**config.mk**
```make
export PLATFORM = sky130hd
export DESIGN_NAME = cache_bridge
export DESIGN_NICKNAME = d
export VERILOG_FILES = /design/src/logic/cache_bridge_pkg.sv /design/src/logic/bus_master.sv /design/src/logic/cache_bridge.sv /design/src/logic/refill_sequencer.sv /design/src/logic/req_capture.sv
export SDC_FILE = /design/constraint.sdc
export NUM_CORES = 1
export LEC_CHECK = 0
export ABC_AREA = 0
export BUFFER_PORTS_ARGS = -buffer_cell sky130_fd_sc_hd__buf_2
export CORE_AREA = 10 10 408 410
export CTS_CLUSTER_DIAMETER = 60
export DETAILED_ROUTE_END_ITERATION = 10
export DIE_AREA = 0 0 418 420
export PLACE_DENSITY = 0.44
export SETUP_SLACK_MARGIN = 0.15
export SLEW_MARGIN = 20
export SYNTH_ARGS = -nofsm -noshare
export SYNTH_HDL_FRONTEND = slang
export SYNTH_HIERARCHICAL = 1
export SYNTH_SLANG_ARGS = --single-unit
```
**constraint.sdc**
```tcl
create_clock -name clk -period 14.2 [get_ports clk]
set_clock_uncertainty 0.2 [all_clocks]
set_input_delay 1.42 -clock clk [delete_from_list [all_inputs] [get_ports clk]]
set_output_delay 1.42 -clock clk [all_outputs]
set_load 0.01 [all_outputs]
```
**src/logic/cache_bridge_pkg.sv**
```systemverilog
`default_nettype none

package cache_bridge_pkg;

    // bus geometry
    localparam int addr_w  = 32;
    localparam int data_w  = 32;
    localparam int block_w = 128;
    localparam int strb_w  = 4;

    // none doubles as the idle / empty marker everywhere
    typedef enum logic [2:0] {
        op_none        = 3'd0,
        op_load_word   = 3'd1,
        op_load_block  = 3'd2,
        op_store_word  = 3'd3,
        op_store_block = 3'd4
    } mem_op_t;

    typedef enum logic {
        client_icache = 1'b0,
        client_dcache = 1'b1
    } client_t;

    typedef enum logic [1:0] {
        seq_idle   = 2'd0,
        seq_issue  = 2'd1,
        seq_wait   = 2'd2,
        seq_finish = 2'd3
    } seq_state_t;

    typedef struct packed {
        mem_op_t            op;
        logic [addr_w-1:0]  addr;
        logic [data_w-1:0]  wword;
        logic [strb_w-1:0]  wstrb;
        logic [block_w-1:0] wblock;
    } cache_req_t;

    // same layout as cache_req_t, bus side
    typedef struct packed {
        mem_op_t            op;
        logic [addr_w-1:0]  addr;
        logic [data_w-1:0]  wword;
        logic [strb_w-1:0]  wstrb;
        logic [block_w-1:0] wblock;
    } bus_req_t;

    typedef struct packed {
        logic               done;
        logic [data_w-1:0]  rword;
        logic [block_w-1:0] rblock;
    } cache_resp_t;

endpackage

`default_nettype wire

```
**src/logic/bus_master.sv**
```systemverilog
`default_nettype none

module bus_master
    import cache_bridge_pkg::*;
(
    input  logic               clk,
    input  logic               rstn,
    input  logic               issue,
    input  cache_req_t         issue_req,
    input  logic               bus_ready,
    input  logic               bus_done,
    input  logic [data_w-1:0]  bus_rword,
    input  logic [block_w-1:0] bus_rblock,
    input  logic               finish_icache,
    input  logic               finish_dcache,
    output bus_req_t           bus_req,
    output cache_resp_t        icache_resp,
    output cache_resp_t        dcache_resp
);

    mem_op_t            bus_op;
    cache_req_t         bus_data;
    logic [data_w-1:0]  rword_q;
    logic [block_w-1:0] rblock_q;
    logic [1:0]         finish_vec;
    logic [1:0]         done_q;
    logic [data_w-1:0]  resp_rword [2];
    logic [block_w-1:0] resp_rblock [2];

    // request stays on the bus until ready is sampled
    always_ff @(posedge clk) begin
        if (!rstn) begin
            bus_op <= op_none;
        end else if (issue) begin
            bus_op <= issue_req.op;
        end else if (bus_ready && (bus_op != op_none)) begin
            bus_op <= op_none;
        end
    end

    always_ff @(posedge clk) begin
        if (issue) begin
            bus_data <= issue_req;
        end
    end

    always_comb begin
        bus_req.op     = bus_op;
        bus_req.addr   = bus_data.addr;
        bus_req.wword  = bus_data.wword;
        bus_req.wstrb  = bus_data.wstrb;
        bus_req.wblock = bus_data.wblock;
    end

    // read data arrives with bus_done
    always_ff @(posedge clk) begin
        if (bus_done) begin
            rword_q  <= bus_rword;
            rblock_q <= bus_rblock;
        end
    end

    // index 0 is icache, 1 is dcache, as in client_t
    assign finish_vec = {finish_dcache, finish_icache};

    always_ff @(posedge clk) begin
        if (!rstn) begin
            done_q <= 2'b00;
        end else begin
            done_q <= finish_vec;
        end
    end

    always_ff @(posedge clk) begin
        for (int i = 0; i < 2; i++) begin
            if (finish_vec[i]) begin
                resp_rword[i]  <= rword_q;
                resp_rblock[i] <= rblock_q;
            end
        end
    end

    always_comb begin
        icache_resp.done   = done_q[client_icache];
        icache_resp.rword  = resp_rword[client_icache];
        icache_resp.rblock = resp_rblock[client_icache];
        dcache_resp.done   = done_q[client_dcache];
        dcache_resp.rword  = resp_rword[client_dcache];
        dcache_resp.rblock = resp_rblock[client_dcache];
    end

endmodule

`default_nettype wire

```
**src/logic/cache_bridge.sv**
```systemverilog
`default_nettype none

module cache_bridge
    import cache_bridge_pkg::*;
(
    input  logic               clk,
    input  logic               rstn,
    input  cache_req_t         icache_req,
    input  cache_req_t         dcache_req,
    output cache_resp_t        icache_resp,
    output cache_resp_t        dcache_resp,
    output bus_req_t           bus_req,
    input  logic               bus_ready,
    input  logic               bus_done,
    input  logic [data_w-1:0]  bus_rword,
    input  logic [block_w-1:0] bus_rblock
);

    cache_req_t icache_held;
    cache_req_t dcache_held;
    logic       finish_icache;
    logic       finish_dcache;
    logic       issue;
    cache_req_t issue_req;

    req_capture u_icap (
        .clk    (clk),
        .rstn   (rstn),
        .req    (icache_req),
        .finish (finish_icache),
        .held   (icache_held)
    );

    req_capture u_dcap (
        .clk    (clk),
        .rstn   (rstn),
        .req    (dcache_req),
        .finish (finish_dcache),
        .held   (dcache_held)
    );

    refill_sequencer u_seq (
        .clk           (clk),
        .rstn          (rstn),
        .icache_held   (icache_held),
        .dcache_held   (dcache_held),
        .bus_ready     (bus_ready),
        .bus_done      (bus_done),
        .issue         (issue),
        .issue_req     (issue_req),
        .finish_icache (finish_icache),
        .finish_dcache (finish_dcache),
        .active_client ()
    );

    bus_master u_bus (
        .clk           (clk),
        .rstn          (rstn),
        .issue         (issue),
        .issue_req     (issue_req),
        .bus_ready     (bus_ready),
        .bus_done      (bus_done),
        .bus_rword     (bus_rword),
        .bus_rblock    (bus_rblock),
        .finish_icache (finish_icache),
        .finish_dcache (finish_dcache),
        .bus_req       (bus_req),
        .icache_resp   (icache_resp),
        .dcache_resp   (dcache_resp)
    );

endmodule

`default_nettype wire

```
**src/logic/refill_sequencer.sv**
```systemverilog
`default_nettype none

module refill_sequencer
    import cache_bridge_pkg::*;
(
    input  logic       clk,
    input  logic       rstn,
    input  cache_req_t icache_held,
    input  cache_req_t dcache_held,
    input  logic       bus_ready,
    input  logic       bus_done,
    output logic       issue,
    output cache_req_t issue_req,
    output logic       finish_icache,
    output logic       finish_dcache,
    output client_t    active_client
);

    seq_state_t state;
    seq_state_t state_next;
    logic       grant_valid;
    client_t    grant;
    logic       start;

    // dcache always wins over icache
    assign grant_valid = (dcache_held.op != op_none) || (icache_held.op != op_none);
    assign grant       = (dcache_held.op != op_none) ? client_dcache : client_icache;
    assign start       = (state == seq_idle) && grant_valid;

    always_comb begin
        state_next = state;
        case (state)
            seq_idle: begin
                if (grant_valid) begin
                    state_next = seq_issue;
                end
            end
            seq_issue: begin
                // bus_req is not on the bus yet while issue is high
                if (bus_ready && !issue) begin
                    state_next = seq_wait;
                end
            end
            seq_wait: begin
                if (bus_done) begin
                    state_next = seq_finish;
                end
            end
            seq_finish: begin
                state_next = seq_idle;
            end
            default: begin
                state_next = seq_idle;
            end
        endcase
    end

    always_ff @(posedge clk) begin
        if (!rstn) begin
            state <= seq_idle;
        end else begin
            state <= state_next;
        end
    end

    // one-cycle issue strobe and the granted client
    always_ff @(posedge clk) begin
        if (!rstn) begin
            issue         <= 1'b0;
            active_client <= client_icache;
        end else begin
            issue <= start;
            if (start) begin
                active_client <= grant;
            end
        end
    end

    // winning request, kept until the next grant
    always_ff @(posedge clk) begin
        if (start) begin
            if (grant == client_dcache) begin
                issue_req <= dcache_held;
            end else begin
                issue_req <= icache_held;
            end
        end
    end

    // finish goes only to the client that owns the transfer
    assign finish_icache = (state == seq_finish) && (active_client == client_icache);
    assign finish_dcache = (state == seq_finish) && (active_client == client_dcache);

endmodule

`default_nettype wire

```
**src/logic/req_capture.sv**
```systemverilog
`default_nettype none

module req_capture
    import cache_bridge_pkg::*;
(
    input  logic       clk,
    input  logic       rstn,
    input  cache_req_t req,
    input  logic       finish,
    output cache_req_t held
);

    mem_op_t    held_op;
    cache_req_t held_data;

    // opcode tracks whether a request is pending
    always_ff @(posedge clk) begin
        if (!rstn) begin
            held_op <= op_none;
        end else if (req.op != op_none) begin
            held_op <= req.op;
        end else if (finish) begin
            held_op <= op_none;
        end
    end

    // address and write data of the pending request
    always_ff @(posedge clk) begin
        if (req.op != op_none) begin
            held_data <= req;
        end
    end

    always_comb begin
        held    = held_data;
        held.op = held_op;
    end

endmodule

`default_nettype wire

```
==> qor.txt, run 1 <==
Setup Fix Bufs, Post-CTS: 0
Core Box Area: 158000 um^2
worst setup margin: 9.76 ns
YS warnings: 6
worst path cell trace: nor3_4, buf_4, buf_4, buf_4, buf_4, mux2_2
post-synth top area share: 0.923
largest area contributor in the netlist: edfxtp_1
Die Wd: 418 um
CTS buffer count: 148
Fin. Hold Viols: 0
clock latency on the worst-skew pair: 0.74 ns
Slew @ Worst Pin: 1.19 ns
Worst setup EP type: register
CP startpoint: u_dcap/held_op[0]
die height: 420 um
Register Area: 38400 um^2
count of cells resized by post-cts repair: 0
Via density: 4.00
I/O pins: 1083
Setup CP Type: reg -> reg
pin count of the biggest net entering global routing: 132
Avg Inst Size Synth: 26.5 um^2
final setup vio count: 0
post-route ant nets: 0
1st-iter DRT viols: 1458
routed wire length: 122000 um
Async SR Flop Fraction: 0
Site Rows: 146
number of fill cells in the layout: 15.1k
Post-Syn Area: 41200 um^2
crit path max fanout: 61
maximum vdd drop: 93.2 uV
dpl cells: 4709
Yosys reg bits: 1282
clock slew at reported path FFs: 0.06 ns
Slowest-stage cell, CP: buf_4
slowest stage delay, CP: 0.80 ns
Starting Density: 0.261
Max-cap violations: 0
status: finished, final reports clean
pre-CTS setup slack: 9.70 ns
area of the multi-input gates: 2650 um^2
CTS tree: yes
Non-Filler Instances: 4988
Setup TNS Final: 0 ns
Slew headroom: 0.204
r2r setup slk: 9.76 ns
Post-Syn Nets: 2122
H-tree levels: 4
Synth cell types: 28
Leak: 20.1 nW
residual DRC count: 0
Startpoint Class: register
via count: 19.9k
vias in the first global route: 21.6k
input/output buffers: 1082
hold crit path type: reg -> reg
Post-CTS Hold Fix Bufs: 0
Max Slew Vio Count: 0
Root Buffer: clkbuf_16
All-Layer GR Usage: 0.133
Finished Core Util: 0.342
die area: 176000 um^2
Final Cycle Share: 0.313
HPWL Detailed: 88300 um
RSZ-0062 raised after global routing: false
placer's final routability congestion estimate: 0.803
antenna violations before repair: 62
# nets final: 3354
first-pass GRT wire length: 166000 um
worst r2r src: u_dcap/held_op[0]
share of post-route cells with drive strength above 1: 0.518
synthesized instance count: 1555
total iterations of the first detailed-routing run: 6
Post-synth top cells: edfxtp_1, mux2_2, dfxtp_1
Power Dens Cells: 181 nW/um^2
number of synthesized flops with an enable pin: 1267
synth top area cells: edfxtp_1, mux2_2, dfxtp_1, buf_6, mux2_1
Seq/Total Area, Yosys: 0.931
startpoint of the worst hold path: u_seq/issue_req[32]
Tmin final: 4.44 ns
WP data required: 14.48 ns
Peak Freq: 225 MHz
routed len/inst: 24.5 um
Sinks on Clock Net: 1282
CP arrival: 4.72 ns
growth of design area from synthesis to finish: 30.9%
Overflow after GRT: 0
Most used DFF post-synth: edfxtp_1
CP most frequent cell: buf_4
most common cell in the netlist: edfxtp_1
clk buf depth: 3
cell usage in the layout, fill, tap and decap left out, drive strengths merged:
| master | netlist | layout |
|---|---|---|
| edfxtp | 1267 | 1267 |
| buf | 22 | 1104 |
| mux2 | 196 | 196 |
| clkbuf | 0 | 193 |
| clkinv | 0 | 51 |
| inv | 3 | 17 |
| dfxtp | 15 | 15 |
| diode | 0 | 14 |
| bufinv | 0 | 7 |
| nor4b | 7 | 7 |
| o21a | 6 | 6 |
| nand2 | 5 | 5 |
| ha | 5 | 5 |
| nand2b | 5 | 5 |
| o21ai | 4 | 4 |
| and2 | 4 | 4 |
| nand3 | 3 | 3 |
| a21o | 3 | 3 |
| or3 | 2 | 2 |
| nor2b | 2 | 2 |
| mux2i | 2 | 2 |
| nor3 | 1 | 1 |
| nor2 | 1 | 1 |
| a222oi | 1 | 1 |
| o22ai | 1 | 1 |
worst max-delay path, delay by kind of cell (launching register included):
| family | cells | cell delay (ns) |
|---|---|---|
| buffers and inverters | 4 | 2.81 |
| multiplexers | 1 | 0.42 |
| flip-flops | 1 | 0.36 |
| AND/OR/NAND/NOR | 1 | 0.18 |
sequential cells by signal (all words and copies together), names as in the netlist:
| register | count |
|---|---|
| u_bus/resp_rblock | 256 |
| u_bus/done_q | 2 |
| u_dcap/held_op | 3 |
| u_bus/rblock_q | 128 |
| u_bus/bus_op | 3 |
| u_seq/issue | 1 |
| u_dcap/held | 196 |
| u_bus/resp_rword | 64 |
| u_bus/bus_req | 196 |
| u_bus/rword_q | 32 |
| u_seq/issue_req | 199 |
| u_icap/held_op | 3 |
| u_seq/active_client | 1 |
| u_seq/state | 2 |
| u_icap/held | 196 |
metrics by stage:
| step | hold slack, ns | area, um^2 | total power [mW] |
|---|---|---|---|
| 2_1_floorplan | 0.200 | 41200 | 5.73 |
| 3_3_place_gp | 0.200 | 49200 | 6.23 |
| 3_5_place_dp | 0.205 | 49200 | 6.24 |
| 4_1_cts | 0.214 | 53900 | 9.92 |
| 5_1_grt | 0.219 | 53900 | 10.2 |
| 6_report | 0.207 | 53900 | 9.74 |
logic make-up (layout without fill, tap and decap cells):
group / Yosys count / count (layout) / share of synthesized area
buf+inv: 25 / 1372 / 0.00568
other cells: 0 / 14 / 0
fa+ha+maj: 5 / 5 / 0.00152
compound gates: 15 / 15 / 0.00279
simple gates: 30 / 30 / 0.00522
flops: 1282 / 1282 / 0.931
mux: 198 / 198 / 0.0541
cell type report:
cell class                      count  share of cell area
Clock inverter                     72              0.0134
Tap cell                         2072              0.0481
Multi-Input combinational cell    248              0.0492
Timing Repair Buffer             1104               0.104
Antenna cell                       14            0.000650
Inverter                            3            0.000209
Sequential cell                  1282               0.711
Clock buffer                      193              0.0734
layer usage:
layer / GRT usage / vias up / share of wire
met4: 0.0478 / 26 / 0.031
met1: 0.140 / 9887 / 0.36
met3: 0.0564 / 262 / 0.089
met2: 0.236 / 942 / 0.52
met5: 0 / - / 0.0014
li1: - / 8822 / -
where the power goes:
part	switching [mW]	internal, mW	total (mW)
registers	0.194	4.98	5.18
clock network	1.53	2.12	3.64
logic	0.654	0.271	0.925
path summary, 6_finish.rpt:
path              depth (start not counted)                    to
setup / recovery                          6  u_seq/issue_req[163]
hold / removal                            0     u_bus/bus_req[32]
setup reg to reg                          6  u_seq/issue_req[163]
hold reg to reg                           0     u_bus/bus_req[32]
No activity file was read; power rests on OpenSTA's default activity.
==> run 2: changes to the inputs <==
--- a/config.mk
+++ b/config.mk
@@ -11,7 +11,7 @@
 export CTS_CLUSTER_DIAMETER = 60
 export DETAILED_ROUTE_END_ITERATION = 10
 export DIE_AREA = 0 0 418 420
-export PLACE_DENSITY = 0.44
+export PLACE_DENSITY = 0.46
 export SETUP_SLACK_MARGIN = 0.15
 export SLEW_MARGIN = 20
 export SYNTH_ARGS = -nofsm -noshare
==> constraint.sdc (replaced) <==
create_clock -name clk -period 3.85 [get_ports clk]
set_clock_uncertainty 0.2 [all_clocks]
set_input_delay 0.385 -clock clk [delete_from_list [all_inputs] [get_ports clk]]
set_output_delay 0.385 -clock clk [all_outputs]
set_load 0.01 [all_outputs]
==> qor.txt, run 2 (same netlist as run 1, synthesis figures left out) <==
Site Rows: 146 (unchanged)
I/O pins: 1083 (unchanged)
Final Cycle Share: 0.686 (was 0.313)
Int Pwr: 27.6 mW (was 7.37 mW)
Logic pwr share: 0.110 (was 0.095)
WP data required: 3.99 ns (was 14.48 ns)
hold_ws: 0.138 ns (was 0.207 ns)
placer's final routability congestion estimate: 0.813 (was 0.803)
Root Buffer: clkbuf_16 (unchanged)
via count: 22.1k (was 19.9k)
pin count of the biggest net entering global routing: 100 (was 132)
clock latency on the worst-skew pair: 0.75 ns (was 0.74 ns)
Slew @ Worst Pin: 0.906 ns (was 1.19 ns)
Fin. Hold Viols: 0 (unchanged)
share of post-route cells with drive strength above 1: 0.440 (was 0.518)
Die Wd: 418 um (unchanged)
1st-iter DRT viols: 1668 (was 1458)
commonest non-fill, non-tap cell in the layout: edfxtp_1 (unchanged)
Sinks on Clock Net: 1282 (unchanged)
number of fill cells in the layout: 14.5k (was 15.1k)
growth of design area from synthesis to finish: 45.6% (was 30.9%)
Post-CTS Hold Fix Bufs: 568 (was 0)
biggest regs: u_bus/resp_rblock x256, u_seq/issue_req x199 (unchanged)
Slew headroom: 0.396 (was 0.204)
hold crit path type: in -> reg (was reg -> reg)
crit path max fanout: 81 (was 61)
Most flops, register: u_bus/resp_rblock (unchanged)
count of cells resized by post-cts repair: 0 (unchanged)
Overflow after GRT: 0 (unchanged)
routed wire length: 127000 um (was 122000 um)
maximum vdd drop: 422 uV (was 93.2 uV)
vias in the first global route: 24.9k (was 21.6k)
total iterations of the first detailed-routing run: 5 (was 6)
# nets final: 3942 (was 3354)
final setup vio count: 0 (unchanged)
first-pass GRT wire length: 178000 um (was 166000 um)
Leak: 22.6 nW (was 20.1 nW)
Worst setup EP type: register (unchanged)
Tmin final: 2.64 ns (was 4.44 ns)
Register Area: 38400 um^2 (about the same)
CTS buffer count: 146 (was 148)
antenna violations before repair: 6 (was 62)
HPWL Detailed: 90100 um (was 88300 um)
die height: 420 um (unchanged)
die area: 176000 um^2 (unchanged)
clk buf depth: 3 (unchanged)
Net Sw Frac: 0.247 (was 0.244)
sequential share of power: 0.522 (was 0.531)
status: finished, final reports clean (unchanged)
startpoint of the worst hold path: dcache_req[78] (was u_seq/issue_req[32])
area of the multi-input gates: 2670 um^2 (was 2650 um^2)
Via density: 3.97 (was 4.00)
worst r2r src: u_dcap/held_op[0] (unchanged)
Clock power frac: 0.368 (was 0.374)
residual DRC count: 0 (unchanged)
post-route ant nets: 0 (unchanged)
CP startpoint: u_dcap/held_op[0] (unchanged)
max reg flops: 256 (unchanged)
Max-cap violations: 0 (unchanged)
most frequent cells in the layout: edfxtp_1, buf_2, dlygate4sd3_1, mux2_2, clkbuf_16 (was edfxtp_1, buf_2, mux2_2, clkbuf_16, clkbuf_1)
All-Layer GR Usage: 0.140 (was 0.133)
Finished Core Util: 0.380 (was 0.342)
Power Dens Cells: 611 nW/um^2 (was 181 nW/um^2)
input/output buffers: 1082 (unchanged)
Starting Density: 0.261 (unchanged)
Max Slew Vio Count: 0 (unchanged)
clock slew at reported path FFs: 0.06 ns (about the same)
H-tree levels: 4 (unchanged)
Core Box Area: 158000 um^2 (unchanged)
Setup Fix Bufs, Post-CTS: 0 (unchanged)
routed len/inst: 22.8 um (was 24.5 um)
CP arrival: 2.78 ns (was 4.72 ns)
Peak Freq: 379 MHz (was 225 MHz)
Setup CP Type: reg -> reg (unchanged)
Switching Power: 9.06 mW (was 2.38 mW)
Startpoint Class: register (unchanged)
CTS tree: yes (unchanged)
RSZ-0062 raised after global routing: false (unchanged)
run 2: cell types whose count changed in the layout (fill, tap and decap cells not counted), moves of 4 or more:
cell,before,now
diode_2,14,7
clkbuf_16,152,147
inv_8,2,6
dlygate4sd3_1,0,568
clkinvlp_4,0,4
buf_4,20,29
clkbuf_1,41,36
buf_12,2,15
clkinv_16,3,8
run 2: power groups by stage:
stage	sequential (mW)	clock, mW	combinational, mW
2_1_floorplan	19.8	0	1.00
4_1_cts	19.2	13.9	4.21
6_report	19.1	13.5	4.05
5_1_grt	19.3	14.4	4.39
3_5_place_dp	19.5	0	3.72
3_3_place_gp	19.4	0	3.70
run 2: path summary, 6_finish.rpt:
path	slack [ns]	cells past startpoint	end
worst min-delay path	0.14	2	u_dcap/held[78]
worst max register to register	1.21	5	u_seq/issue_req[169]
worst max-delay path	1.21	5	u_seq/issue_req[169]
worst min register to register	0.19	0	u_bus/bus_req[120]
run 2: metrics by stage:
step / area, um^2 / setup TNS (ns) / worst slack (ns) / power [mW] / std cells
after floorplan: 41200 / -63.51 / -0.383 / 20.8 / 1555
after global placement: 49600 / 0 / 1.24 / 23.1 / 4731
after detailed placement: 49600 / 0 / 1.24 / 23.2 / 4731
after CTS: 60000 / 0 / 1.14 / 37.3 / 5566
after global routing: 60000 / 0 / 1.07 / 38.2 / 5573
final: 60000 / 0 / 1.21 / 36.6 / 5573
run 2: per-layer routing:
metal  vias to the layer above  GRT usage  wire, um  part of all wire
met4                         0     0.0723      6670             0.052
met5                         -          0         0                 0
met3                       242     0.0517     10400             0.082
met1                     10900      0.147     45200              0.36
li1                       9969          -         -                 -
met2                      1003      0.244     64900              0.51
run 2: area by class of cell:
type	instances	area share
multi-input combinational	248	0.0444
timing repair buffer	1694	0.194
tap	2072	0.0432
antenna	7	0.000292
inverter	3	0.000188
clock inverter	84	0.0153
clock buffer	183	0.0636
sequential	1282	0.639
run 2: worst max-delay path, cell delays in order, from the launching register on:
cell and delay, ns:
dfxtp_1 0.35, nor3_4 0.59, nor4b_4 0.44, nor2b_4 0.09, buf_12 0.18, buf_12 0.19
